==> src/rv_macros.svh <==
`ifndef RV_MACROS_SVH
`define RV_MACROS_SVH

// widths and sizes
`define RV_XLEN      32
`define RV_REG_AW    5
`define RV_NREGS     32
`define RV_RESET_PC  32'h0000_0000

// addi x0, x0, 0
`define RV_NOP_INSTR 32'h0000_0013

// major opcodes
`define RV_OP_OP     7'b0110011
`define RV_OP_IMM    7'b0010011
`define RV_OP_LUI    7'b0110111
`define RV_OP_AUIPC  7'b0010111
`define RV_OP_JAL    7'b1101111
`define RV_OP_JALR   7'b1100111
`define RV_OP_BRANCH 7'b1100011

// funct3, alu group
`define RV_F3_ADD    3'b000
`define RV_F3_SLL    3'b001
`define RV_F3_SLT    3'b010
`define RV_F3_SLTU   3'b011
`define RV_F3_XOR    3'b100
`define RV_F3_SR     3'b101
`define RV_F3_OR     3'b110
`define RV_F3_AND    3'b111

// funct3, branch group
`define RV_F3_BEQ    3'b000
`define RV_F3_BNE    3'b001
`define RV_F3_BLT    3'b100
`define RV_F3_BGE    3'b101

`endif

==> src/rv_pkg.sv <==
`default_nettype none
`include "rv_macros.svh"

package rv_pkg;

   ////////////////////
   // basic vectors
   typedef logic [`RV_XLEN-1:0]   word_t;
   typedef logic [`RV_XLEN-1:0]   addr_t;
   typedef logic [31:0]           instr_t;
   typedef logic [`RV_REG_AW-1:0] reg_idx_t;

   typedef enum logic [3:0] {
      ALU_ADD,
      ALU_SUB,
      ALU_AND,
      ALU_OR,
      ALU_XOR,
      ALU_SLT,
      ALU_SLTU,
      ALU_SLL,
      ALU_SRL,
      ALU_SRA,
      ALU_PASS_B
   } alu_op_e;

   // control flow kinds, resolved in decode (jal) or execute
   typedef enum logic [2:0] {
      BR_NONE,
      BR_BEQ,
      BR_BNE,
      BR_BLT,
      BR_BGE,
      BR_JAL,
      BR_JALR
   } br_kind_e;

   ////////////////////
   // stage packets
   typedef struct packed {
      logic   valid;
      addr_t  pc;
      instr_t instr;
   } fetch_pkt_t;

   typedef struct packed {
      logic     valid;
      addr_t    pc;
      reg_idx_t rd;
      reg_idx_t rs1;
      reg_idx_t rs2;
      logic     writes_rd;
      logic     uses_rs1;
      logic     uses_rs2;
      logic     op_a_is_pc;
      logic     op_b_is_imm;
      alu_op_e  alu_op;
      br_kind_e br_kind;
      word_t    imm;
      word_t    rs1_val;
      word_t    rs2_val;
   } decode_pkt_t;

   typedef struct packed {
      logic     valid;
      addr_t    pc;
      reg_idx_t rd;
      logic     writes_rd;
      word_t    data;
   } result_pkt_t;

   typedef struct packed {
      logic  taken;
      addr_t target;
   } redirect_t;

   // trace of one completed instruction
   typedef struct packed {
      logic     valid;
      addr_t    pc;
      reg_idx_t rd;
      word_t    data;
   } retire_t;

endpackage

`default_nettype wire

==> src/fetch_unit.sv <==
`timescale 1ns/1ns
`default_nettype none
`include "rv_macros.svh"

module fetch_unit (
   input  wire                clk,
   input  wire                rstn,
   input  wire rv_pkg::redirect_t ex_redirect,
   input  wire rv_pkg::redirect_t id_redirect,
   output rv_pkg::addr_t      rom_addr,
   input  wire rv_pkg::instr_t rom_data,
   output rv_pkg::fetch_pkt_t fetch_out
);

   rv_pkg::addr_t pc;
   rv_pkg::addr_t pc_next;
   logic          flush;

   // execute wins over decode, it belongs to an older instruction
   always_comb begin
      if (ex_redirect.taken) begin
         pc_next = ex_redirect.target;
      end else if (id_redirect.taken) begin
         pc_next = id_redirect.target;
      end else begin
         pc_next = pc + 32'd4;
      end
   end

   assign flush    = ex_redirect.taken || id_redirect.taken;
   assign rom_addr = pc;

   ////////////////////
   // pc and fetch register
   always_ff @(posedge clk) begin
      if (rstn) begin
         pc              <= `RV_RESET_PC;
         fetch_out.valid <= 1'b0;
      end else begin
         pc              <= pc_next;
         // word on the bus now is on the wrong path
         fetch_out.valid <= !flush;
         fetch_out.pc    <= pc;
         fetch_out.instr <= rom_data;
      end
   end

endmodule

`default_nettype wire

==> src/decode_unit.sv <==
`timescale 1ns/1ns
`default_nettype none
`include "rv_macros.svh"

module decode_unit (
   input  wire                    clk,
   input  wire                    rstn,
   input  wire rv_pkg::fetch_pkt_t fetch_in,
   input  wire rv_pkg::redirect_t ex_redirect,
   output rv_pkg::reg_idx_t       rs1_idx,
   output rv_pkg::reg_idx_t       rs2_idx,
   input  wire rv_pkg::word_t     rs1_val,
   input  wire rv_pkg::word_t     rs2_val,
   output rv_pkg::redirect_t      id_redirect,
   output rv_pkg::decode_pkt_t    decode_out
);

   rv_pkg::instr_t      instr;
   logic [6:0]          opcode;
   logic [2:0]          funct3;
   logic [6:0]          funct7;
   rv_pkg::word_t       imm_i;
   rv_pkg::word_t       imm_u;
   rv_pkg::word_t       imm_j;
   rv_pkg::word_t       imm_b;
   logic                known;
   rv_pkg::decode_pkt_t dec_next;

   function automatic rv_pkg::alu_op_e alu_sel(input logic [2:0] f3, input logic alt);
      case (f3)
         `RV_F3_ADD:  return alt ? rv_pkg::ALU_SUB : rv_pkg::ALU_ADD;
         `RV_F3_SLL:  return rv_pkg::ALU_SLL;
         `RV_F3_SLT:  return rv_pkg::ALU_SLT;
         `RV_F3_SLTU: return rv_pkg::ALU_SLTU;
         `RV_F3_XOR:  return rv_pkg::ALU_XOR;
         `RV_F3_SR:   return alt ? rv_pkg::ALU_SRA : rv_pkg::ALU_SRL;
         `RV_F3_OR:   return rv_pkg::ALU_OR;
         default:     return rv_pkg::ALU_AND;
      endcase
   endfunction

   ////////////////////
   // fields and immediates
   assign instr  = fetch_in.instr;
   assign opcode = instr[6:0];
   assign funct3 = instr[14:12];
   assign funct7 = instr[31:25];

   assign imm_i = {{20{instr[31]}}, instr[31:20]};
   assign imm_u = {instr[31:12], 12'b0};
   assign imm_j = {{12{instr[31]}}, instr[19:12], instr[20], instr[30:21], 1'b0};
   assign imm_b = {{20{instr[31]}}, instr[7], instr[30:25], instr[11:8], 1'b0};

   // file read in the same cycle, value rides with the packet
   assign rs1_idx = instr[19:15];
   assign rs2_idx = instr[24:20];

   ////////////////////
   // control decode
   always_comb begin
      known            = 1'b0;
      dec_next         = '0;
      dec_next.pc      = fetch_in.pc;
      dec_next.rd      = instr[11:7];
      dec_next.rs1     = rs1_idx;
      dec_next.rs2     = rs2_idx;
      dec_next.alu_op  = rv_pkg::ALU_ADD;
      dec_next.br_kind = rv_pkg::BR_NONE;
      dec_next.rs1_val = rs1_val;
      dec_next.rs2_val = rs2_val;
      case (opcode)
         `RV_OP_OP: begin
            known = (funct7 == 7'b0000000) ||
                    (funct7 == 7'b0100000 && (funct3 == `RV_F3_ADD || funct3 == `RV_F3_SR));
            dec_next.writes_rd = 1'b1;
            dec_next.uses_rs1  = 1'b1;
            dec_next.uses_rs2  = 1'b1;
            dec_next.alu_op    = alu_sel(funct3, funct7[5]);
         end
         `RV_OP_IMM: begin
            if (funct3 == `RV_F3_SLL) begin
               known = (funct7 == 7'b0000000);
            end else if (funct3 == `RV_F3_SR) begin
               known = (funct7 == 7'b0000000) || (funct7 == 7'b0100000);
            end else begin
               known = 1'b1;
            end
            dec_next.writes_rd   = 1'b1;
            dec_next.uses_rs1    = 1'b1;
            dec_next.op_b_is_imm = 1'b1;
            dec_next.imm         = imm_i;
            // only shifts read bit 30 as a modifier
            dec_next.alu_op      = alu_sel(funct3, funct3 == `RV_F3_SR && funct7[5]);
         end
         `RV_OP_LUI: begin
            known                = 1'b1;
            dec_next.writes_rd   = 1'b1;
            dec_next.op_b_is_imm = 1'b1;
            dec_next.imm         = imm_u;
            dec_next.alu_op      = rv_pkg::ALU_PASS_B;
         end
         `RV_OP_AUIPC: begin
            known                = 1'b1;
            dec_next.writes_rd   = 1'b1;
            dec_next.op_a_is_pc  = 1'b1;
            dec_next.op_b_is_imm = 1'b1;
            dec_next.imm         = imm_u;
         end
         `RV_OP_JAL: begin
            known              = 1'b1;
            dec_next.writes_rd = 1'b1;
            dec_next.imm       = imm_j;
            dec_next.br_kind   = rv_pkg::BR_JAL;
         end
         `RV_OP_JALR: begin
            known              = (funct3 == 3'b000);
            dec_next.writes_rd = 1'b1;
            dec_next.uses_rs1  = 1'b1;
            dec_next.imm       = imm_i;
            dec_next.br_kind   = rv_pkg::BR_JALR;
         end
         `RV_OP_BRANCH: begin
            known             = 1'b1;
            dec_next.uses_rs1 = 1'b1;
            dec_next.uses_rs2 = 1'b1;
            dec_next.imm      = imm_b;
            case (funct3)
               `RV_F3_BEQ: dec_next.br_kind = rv_pkg::BR_BEQ;
               `RV_F3_BNE: dec_next.br_kind = rv_pkg::BR_BNE;
               `RV_F3_BLT: dec_next.br_kind = rv_pkg::BR_BLT;
               `RV_F3_BGE: dec_next.br_kind = rv_pkg::BR_BGE;
               default:    known = 1'b0;
            endcase
         end
         default: begin
            known = 1'b0;
         end
      endcase
      // unknown encodings drop out here and retire nothing
      dec_next.valid = fetch_in.valid && known && !ex_redirect.taken;
   end

   // jal target needs no register, redirect right away
   assign id_redirect.taken  = fetch_in.valid && (opcode == `RV_OP_JAL);
   assign id_redirect.target = fetch_in.pc + imm_j;

   always_ff @(posedge clk) begin
      if (rstn) begin
         decode_out.valid <= 1'b0;
      end else begin
         decode_out <= dec_next;
      end
   end

endmodule

`default_nettype wire

==> src/reg_file.sv <==
`timescale 1ns/1ns
`default_nettype none
`include "rv_macros.svh"

module reg_file (
   input  wire                  clk,
   input  wire                  rstn,
   input  wire rv_pkg::reg_idx_t rs1_idx,
   input  wire rv_pkg::reg_idx_t rs2_idx,
   output rv_pkg::word_t        rs1_val,
   output rv_pkg::word_t        rs2_val,
   input  wire                  wr_en,
   input  wire rv_pkg::reg_idx_t wr_idx,
   input  wire rv_pkg::word_t    wr_data
);

   rv_pkg::word_t regs [`RV_NREGS];

   // x0 reads zero and a same-cycle write passes straight through
   function automatic rv_pkg::word_t read_port(input rv_pkg::reg_idx_t idx);
      if (idx == '0) begin
         return '0;
      end
      if (wr_en && wr_idx == idx) begin
         return wr_data;
      end
      return regs[idx];
   endfunction

   always_comb begin
      rs1_val = read_port(rs1_idx);
      rs2_val = read_port(rs2_idx);
   end

   always_ff @(posedge clk) begin
      if (rstn) begin
         for (int i = 0; i < `RV_NREGS; i++) begin
            regs[i] <= '0;
         end
      end else if (wr_en && wr_idx != '0) begin
         regs[wr_idx] <= wr_data;
      end
   end

endmodule

`default_nettype wire

==> src/execute_unit.sv <==
`timescale 1ns/1ns
`default_nettype none
`include "rv_macros.svh"

module execute_unit (
   input  wire                     clk,
   input  wire                     rstn,
   input  wire rv_pkg::decode_pkt_t decode_in,
   input  wire rv_pkg::result_pkt_t fwd_in,
   output rv_pkg::redirect_t       ex_redirect,
   output rv_pkg::result_pkt_t     result_out
);

   rv_pkg::word_t src1;
   rv_pkg::word_t src2;
   rv_pkg::word_t op_a;
   rv_pkg::word_t op_b;
   logic [4:0]    shamt;
   rv_pkg::word_t alu_res;
   rv_pkg::addr_t link_pc;
   logic          is_jump;
   logic          br_cond;
   rv_pkg::addr_t jalr_sum;

   // older neighbour sits in the result stage
   function automatic rv_pkg::word_t fwd_sel(input logic uses, input rv_pkg::reg_idx_t idx,
                                             input rv_pkg::word_t val);
      if (uses && fwd_in.valid && fwd_in.writes_rd && fwd_in.rd != '0 && fwd_in.rd == idx) begin
         return fwd_in.data;
      end
      return val;
   endfunction

   ////////////////////
   // operands
   always_comb begin
      src1 = fwd_sel(decode_in.uses_rs1, decode_in.rs1, decode_in.rs1_val);
      src2 = fwd_sel(decode_in.uses_rs2, decode_in.rs2, decode_in.rs2_val);
   end

   assign op_a  = decode_in.op_a_is_pc ? decode_in.pc : src1;
   assign op_b  = decode_in.op_b_is_imm ? decode_in.imm : src2;
   assign shamt = op_b[4:0];

   ////////////////////
   // alu
   always_comb begin
      case (decode_in.alu_op)
         rv_pkg::ALU_ADD:  alu_res = op_a + op_b;
         rv_pkg::ALU_SUB:  alu_res = op_a - op_b;
         rv_pkg::ALU_AND:  alu_res = op_a & op_b;
         rv_pkg::ALU_OR:   alu_res = op_a | op_b;
         rv_pkg::ALU_XOR:  alu_res = op_a ^ op_b;
         rv_pkg::ALU_SLT:  alu_res = {31'b0, $signed(op_a) < $signed(op_b)};
         rv_pkg::ALU_SLTU: alu_res = {31'b0, op_a < op_b};
         rv_pkg::ALU_SLL:  alu_res = op_a << shamt;
         rv_pkg::ALU_SRL:  alu_res = op_a >> shamt;
         rv_pkg::ALU_SRA:  alu_res = $signed(op_a) >>> shamt;
         default:          alu_res = op_b;
      endcase
   end

   ////////////////////
   // branch and jump resolution
   assign link_pc  = decode_in.pc + 32'd4;
   assign is_jump  = (decode_in.br_kind == rv_pkg::BR_JAL) ||
                     (decode_in.br_kind == rv_pkg::BR_JALR);
   assign jalr_sum = src1 + decode_in.imm;

   always_comb begin
      case (decode_in.br_kind)
         rv_pkg::BR_BEQ:  br_cond = (src1 == src2);
         rv_pkg::BR_BNE:  br_cond = (src1 != src2);
         rv_pkg::BR_BLT:  br_cond = ($signed(src1) < $signed(src2));
         rv_pkg::BR_BGE:  br_cond = ($signed(src1) >= $signed(src2));
         rv_pkg::BR_JALR: br_cond = 1'b1;
         default:         br_cond = 1'b0;
      endcase
   end

   // jal already steered fetch from decode
   assign ex_redirect.taken  = decode_in.valid && br_cond;
   assign ex_redirect.target = (decode_in.br_kind == rv_pkg::BR_JALR) ?
                               {jalr_sum[31:1], 1'b0} : decode_in.pc + decode_in.imm;

   always_ff @(posedge clk) begin
      if (rstn) begin
         result_out.valid <= 1'b0;
      end else begin
         result_out.valid     <= decode_in.valid;
         result_out.pc        <= decode_in.pc;
         result_out.rd        <= decode_in.rd;
         result_out.writes_rd <= decode_in.writes_rd;
         result_out.data      <= is_jump ? link_pc : alu_res;
      end
   end

endmodule

`default_nettype wire

==> src/result_stage.sv <==
`timescale 1ns/1ns
`default_nettype none
`include "rv_macros.svh"

module result_stage (
   input  wire                     clk,
   input  wire                     rstn,
   input  wire rv_pkg::result_pkt_t result_in,
   output logic                    wr_en,
   output rv_pkg::reg_idx_t        wr_idx,
   output rv_pkg::word_t           wr_data,
   output rv_pkg::result_pkt_t     fwd_out,
   output rv_pkg::retire_t         retire
);

   logic has_dest;

   // packet is held in the execute register, written at the closing edge
   assign has_dest = result_in.writes_rd && (result_in.rd != '0);

   assign wr_en   = result_in.valid && has_dest;
   assign wr_idx  = result_in.rd;
   assign wr_data = result_in.data;

   assign fwd_out = result_in;

   ////////////////////
   // trace port
   // x0 targets and branches report rd 0, data 0
   assign retire.valid = result_in.valid;
   assign retire.pc    = result_in.pc;
   assign retire.rd    = has_dest ? result_in.rd : '0;
   assign retire.data  = has_dest ? result_in.data : '0;

endmodule

`default_nettype wire

==> src/rv_core.sv <==
`timescale 1ns/1ns
`default_nettype none
`include "rv_macros.svh"

module rv_core (
   input  wire                clk,
   input  wire                rstn,
   output rv_pkg::addr_t      rom_addr,
   input  wire rv_pkg::instr_t rom_data,
   output rv_pkg::retire_t    retire
);

   rv_pkg::fetch_pkt_t  fetch_pkt;
   rv_pkg::decode_pkt_t decode_pkt;
   rv_pkg::result_pkt_t result_pkt;
   rv_pkg::result_pkt_t fwd_pkt;
   rv_pkg::redirect_t   ex_redirect;
   rv_pkg::redirect_t   id_redirect;

   // register file ports
   rv_pkg::reg_idx_t rs1_idx;
   rv_pkg::reg_idx_t rs2_idx;
   rv_pkg::word_t    rs1_val;
   rv_pkg::word_t    rs2_val;
   logic             wr_en;
   rv_pkg::reg_idx_t wr_idx;
   rv_pkg::word_t    wr_data;

   fetch_unit u_fetch (
      .clk         (clk),
      .rstn        (rstn),
      .ex_redirect (ex_redirect),
      .id_redirect (id_redirect),
      .rom_addr    (rom_addr),
      .rom_data    (rom_data),
      .fetch_out   (fetch_pkt)
   );

   decode_unit u_decode (
      .clk         (clk),
      .rstn        (rstn),
      .fetch_in    (fetch_pkt),
      .ex_redirect (ex_redirect),
      .rs1_idx     (rs1_idx),
      .rs2_idx     (rs2_idx),
      .rs1_val     (rs1_val),
      .rs2_val     (rs2_val),
      .id_redirect (id_redirect),
      .decode_out  (decode_pkt)
   );

   reg_file u_regs (
      .clk     (clk),
      .rstn    (rstn),
      .rs1_idx (rs1_idx),
      .rs2_idx (rs2_idx),
      .rs1_val (rs1_val),
      .rs2_val (rs2_val),
      .wr_en   (wr_en),
      .wr_idx  (wr_idx),
      .wr_data (wr_data)
   );

   execute_unit u_execute (
      .clk         (clk),
      .rstn        (rstn),
      .decode_in   (decode_pkt),
      .fwd_in      (fwd_pkt),
      .ex_redirect (ex_redirect),
      .result_out  (result_pkt)
   );

   result_stage u_result (
      .clk       (clk),
      .rstn      (rstn),
      .result_in (result_pkt),
      .wr_en     (wr_en),
      .wr_idx    (wr_idx),
      .wr_data   (wr_data),
      .fwd_out   (fwd_pkt),
      .retire    (retire)
   );

endmodule

`default_nettype wire

==> config.mk <==
export PLATFORM = sky130hd
export DESIGN_NAME = rv_core
export DESIGN_NICKNAME = d
export VERILOG_FILES = /design/src/rv_pkg.sv /design/src/fetch_unit.sv /design/src/decode_unit.sv /design/src/reg_file.sv /design/src/execute_unit.sv /design/src/result_stage.sv /design/src/rv_core.sv
export VERILOG_INCLUDE_DIRS = /design/src /design/src/src
export SDC_FILE = /design/constraint.sdc
export NUM_CORES = 2
export LEC_CHECK = 0
export BUFFER_PORTS_ARGS = -buffer_cell sky130_fd_sc_hd__buf_2
export CORE_ASPECT_RATIO = 0.7
export CORE_MARGIN = 3
export CORE_UTILIZATION = 58
export DETAILED_ROUTE_END_ITERATION = 16
export PLACE_DENSITY_LB_ADDON = 0.15
export RECOVER_POWER = 25
export SYNTH_ARGS = -nofsm -noshare
export SYNTH_HDL_FRONTEND = slang
export SYNTH_SLANG_ARGS = --single-unit
==> constraint.sdc <==
create_clock -name clk -period 18.07 [get_ports clk]
set_input_delay 2.7105 -clock clk [delete_from_list [all_inputs] [get_ports clk]]
set_output_delay 2.7105 -clock clk [all_outputs]
set_load 0.005 [all_outputs]
==> flow_summary.json <==
{
  "status": "complete, but fails checks",
  "violations": "capacitance limit, slew limit",
  "hold_buffers": 0,
  "max_freq_mhz": 81.80,
  "dr.pass1.iters": 9,
  "overflow": 0,
  "power_density_mw_per_mm2": 95.68,
  "htreeDepth": 4,
  "io_buffers": 135,
  "combPwrFrac_pct": 24.1,
  "p_sw_mw": 2.805,
  "cap_violations": 19,
  "path_cells": "clkbuf_1 > clkbuf_1 > clkinvlp_2 > clkbuf_1 > o21ai_4 > buf_4",
  "nets": 6841,
  "placed_area_sq_mm": 0.08706,
  "setup_viol": 0,
  "fin_crit_sh_pct": 67.65,
  "dieHeight_um": 324.6,
  "grt_pass1_wl_mm": 455.6,
  "route.detailed.drc": 0,
  "clk_pin_slew_ns": 0.06,
  "synthArstFlopShare_pct": 0,
  "gp_congestion": 1.040,
  "ys_ff_latch": 1358,
  "cp_common_cell": "clkbuf_1",
  "drt_iter0_drc": 12130,
  "worstMarginPinSlew_ns": 4.629,
  "dp_hpwl_mm": 217.1,
  "wl_per_cell_um": 37.64,
  "p_sw_share_pct": 32.17,
  "post-cts-setup-buffers": 0,
  "tns_ns": 0,
  "slowest_stage": "clkinvlp_2",
  "fin_crit_ns": 12.23,
  "antenna_found_initial": 28,
  "share_seq_of_total_power_pct": 43.3,
  "drtAntennaViolNets": 0,
  "vdd_ir_drop_max_v": 0.00009960,
  "max_stage_delay_ns": 4.63,
  "ys_warn_count": 0,
  "crit_type": "in -> reg",
  "final_area_sq_mm": 0.09116,
  "crit_buf_inv": 5,
  "grt_pass1_vias": 60190,
  "synth_flop_cell": "edfxtp_1",
  "ys_seq_area_share_pct": 47.95,
  "start_kind": "input pin",
  "grt_usage_pct": 42.95,
  "viasPerCell": 7.434,
  "die_w_um": 461.1,
  "syn_avg_cell_area_sq_um": 12.62,
  "die_area_sq_mm": 0.1497,
  "syn_area_sq_mm": 0.08410,
  "cts.sinks": 1358,
  "skew_ns": 0.03699,
  "crit_family": "buffers and inverters",
  "syn_inst": 6662,
  "p_int_mw": 5.916,
  "synthToLayoutAreaGrowth_pct": 8.385,
  "clock-root-buffer": "clkbuf_16",
  "rsz0062_at_grt": "no",
  "arrival_ns": 12.64,
  "cts_tree": "built",
  "num_rows": 116,
  "hp-class": "reg -> reg",
  "worst_ep_required_time_ns": 18.49,
  "grt_max_degree": 106,
  "start_util_pct": 58.65,
  "layout-drive-gt1-share_pct": 18.99,
  "p_clk_share_pct": 32.6,
  "total_leakage_power_nw": 33.57,
  "ctsResizeCount": 0,
  "core_area_sq_mm": 0.1434,
  "pin_count": 136,
  "path_max_fanout": 89,
  "cts_max_path_buffers": 3,
  "clk-insertion-delay-late_ns": 0.80,
  "cp-end-kind": "flop",
  "wl_mm": 323.2,
  "synth-edff-count": 1313,
  "vias": 63830,
  "synth_cell_types": 95,
  "finalMaxSlewViolations": 666,
  "hold_violations": 0,
  "relSlewSlack_pct": -210.3,
  "numCtsBuffers": 138
}
worst register-to-register path: stages, from the launching register on:
cell and delay, ns:
edfxtp_1 0.67, or3_1 1.14, o31a_1 1.00, clkbuf_1 2.01, nand2_1 0.41, nor2_1 0.45, nand2_1 1.60, o21ai_0 1.19
buf_4 0.77
cell families after synthesis:
kind of cell               Yosys count  synth area share, %
and+or+nand+nor                   2082                13.40
DFF                               1358                47.95
AOI/OAI and AO/OA                 1155                9.261
muxes                              913                20.58
buffers and inverters              765                3.661
adders and majority gates          232                3.496
xor gates and xnor gates           156                1.641
other                                1             0.004459
synthesized netlist by cell type (17+ instances only):
library cell	count	area share, %
a2111oi_0	18	0.19
a211oi_1	122	1.1
a21o_1	79	0.71
a21oi_1	247	1.5
a221o_1	29	0.35
a221oi_1	26	0.27
a22oi_1	23	0.21
a31oi_1	45	0.33
and2_1	920	6.8
and3_1	32	0.24
and4_1	35	0.36
buf_1	70	0.31
buf_2	24	0.14
buf_4	40	0.36
clkbuf_1	481	2.1
dfxtp_1	45	1.1
edfxtp_1	1313	47
ha_1	227	3.4
inv_1	135	0.60
mux2_2	42	0.56
mux2i_1	222	2.6
mux4_2	649	17
nand2_1	273	1.2
nand2b_1	32	0.24
nand3_1	103	0.61
nand4_1	19	0.14
nor2_1	337	1.5
nor2b_1	55	0.41
nor3_1	191	1.1
nor4_1	20	0.15
o211ai_1	57	0.51
o21ai_0	222	1.3
o21bai_1	17	0.15
o22ai_1	56	0.42
o31ai_1	28	0.25
or3_1	26	0.19
xnor2_1	110	1.1
xor2_1	45	0.47
power groups by stage:
stage / registers (mW) / clock network, mW / logic (mW)
2_1_floorplan: 3.73 / 0 / 1.34
3_3_place_gp: 3.82 / 0 / 2.01
3_5_place_dp: 3.83 / 0 / 2.01
4_1_cts: 3.76 / 2.85 / 2.02
5_1_grt: 3.78 / 2.97 / 2.18
6_report: 3.78 / 2.84 / 2.10
registers in the layout, summed over array words and instances (netlist names), named ones only:
signal / count
u_execute.result_out: 71
u_fetch.fetch_out: 65
u_fetch.rom_addr: 32
u_regs.regs: 1024
u_decode.decode_out: 156
metal layers:
| layer | share of wire [%] | track usage, % | vias up |
|---|---|---|---|
| li1 | - | - | 25530 |
| met1 | 39 | 65.34 | 32030 |
| met2 | 39 | 55.13 | 5619 |
| met3 | 18 | 17.91 | 651 |
| met4 | 3.5 | 13.85 | 12 |
| met5 | 0.15 | 1.314 | - |
area by class of cell:
| type | count | area, sq um |
|---|---|---|
| Tap cell | 1888 | 2362 |
| Clock inverter | 73 | 663.1 |
| Antenna cell | 16 | 40.04 |
| Fill cell | 10970 | 52240 |
| Timing Repair Buffer | 365 | 2253 |
| Sequential cell | 1358 | 40360 |
| Clock buffer | 175 | 3656 |
| Multi-Input combinational cell | 4570 | 41280 |
| Inverter | 142 | 539.3 |
path summary, 6_finish.rpt:
check | slack (ns) | endpoint | cells past startpoint | from
setup reg to reg | 8.40 | u_regs.regs[16][24] | 8 | u_execute.result_out[36]
hold reg to reg | 0.45 | u_decode.decode_out[145] | 0 | u_fetch.fetch_out[54]
setup / recovery | 5.84 | u_regs.regs[30][16] | 6 | rstn
hold / removal | 0.45 | u_decode.decode_out[145] | 0 | u_fetch.fetch_out[54]
placed cells by master (no fill, tap or decap), types with 43 or more instances in the layout:
master / n
and2_1: 896
buf_2: 91
o22ai_1: 56
clkbuf_1: 113
edfxtp_1: 1313
nand3_1: 102
a211oi_1: 122
nor2b_1: 54
o21ai_0: 194
a31oi_1: 43
buf_4: 192
mux2i_1: 222
nor2_1: 316
xnor2_1: 110
o211ai_1: 57
a21oi_1: 247
a21o_1: 79
inv_1: 134
nor3_1: 188
xor2_1: 45
nand2_1: 271
clkbuf_16: 141
mux4_2: 649
ha_1: 227
metrics by stage:
stage / hold slack [ns] / util (%) / power (mW) / std cells / setup WS, ns
detailed placement: 0.4379 / 60.71 / 5.834 / 8322 / 11.09
global route: 0.4614 / 63.55 / 8.935 / 8575 / 5.490
floorplan: 0.4003 / - / 5.071 / 6693 / 6.724
global placement: 0.4342 / 60.71 / 5.832 / 8322 / 11.21
finish: 0.4506 / 63.57 / 8.722 / 8587 / 5.845
CTS: 0.4530 / 63.73 / 8.632 / 8570 / 11.07
No activity file was read; power rests on OpenSTA's default activity.
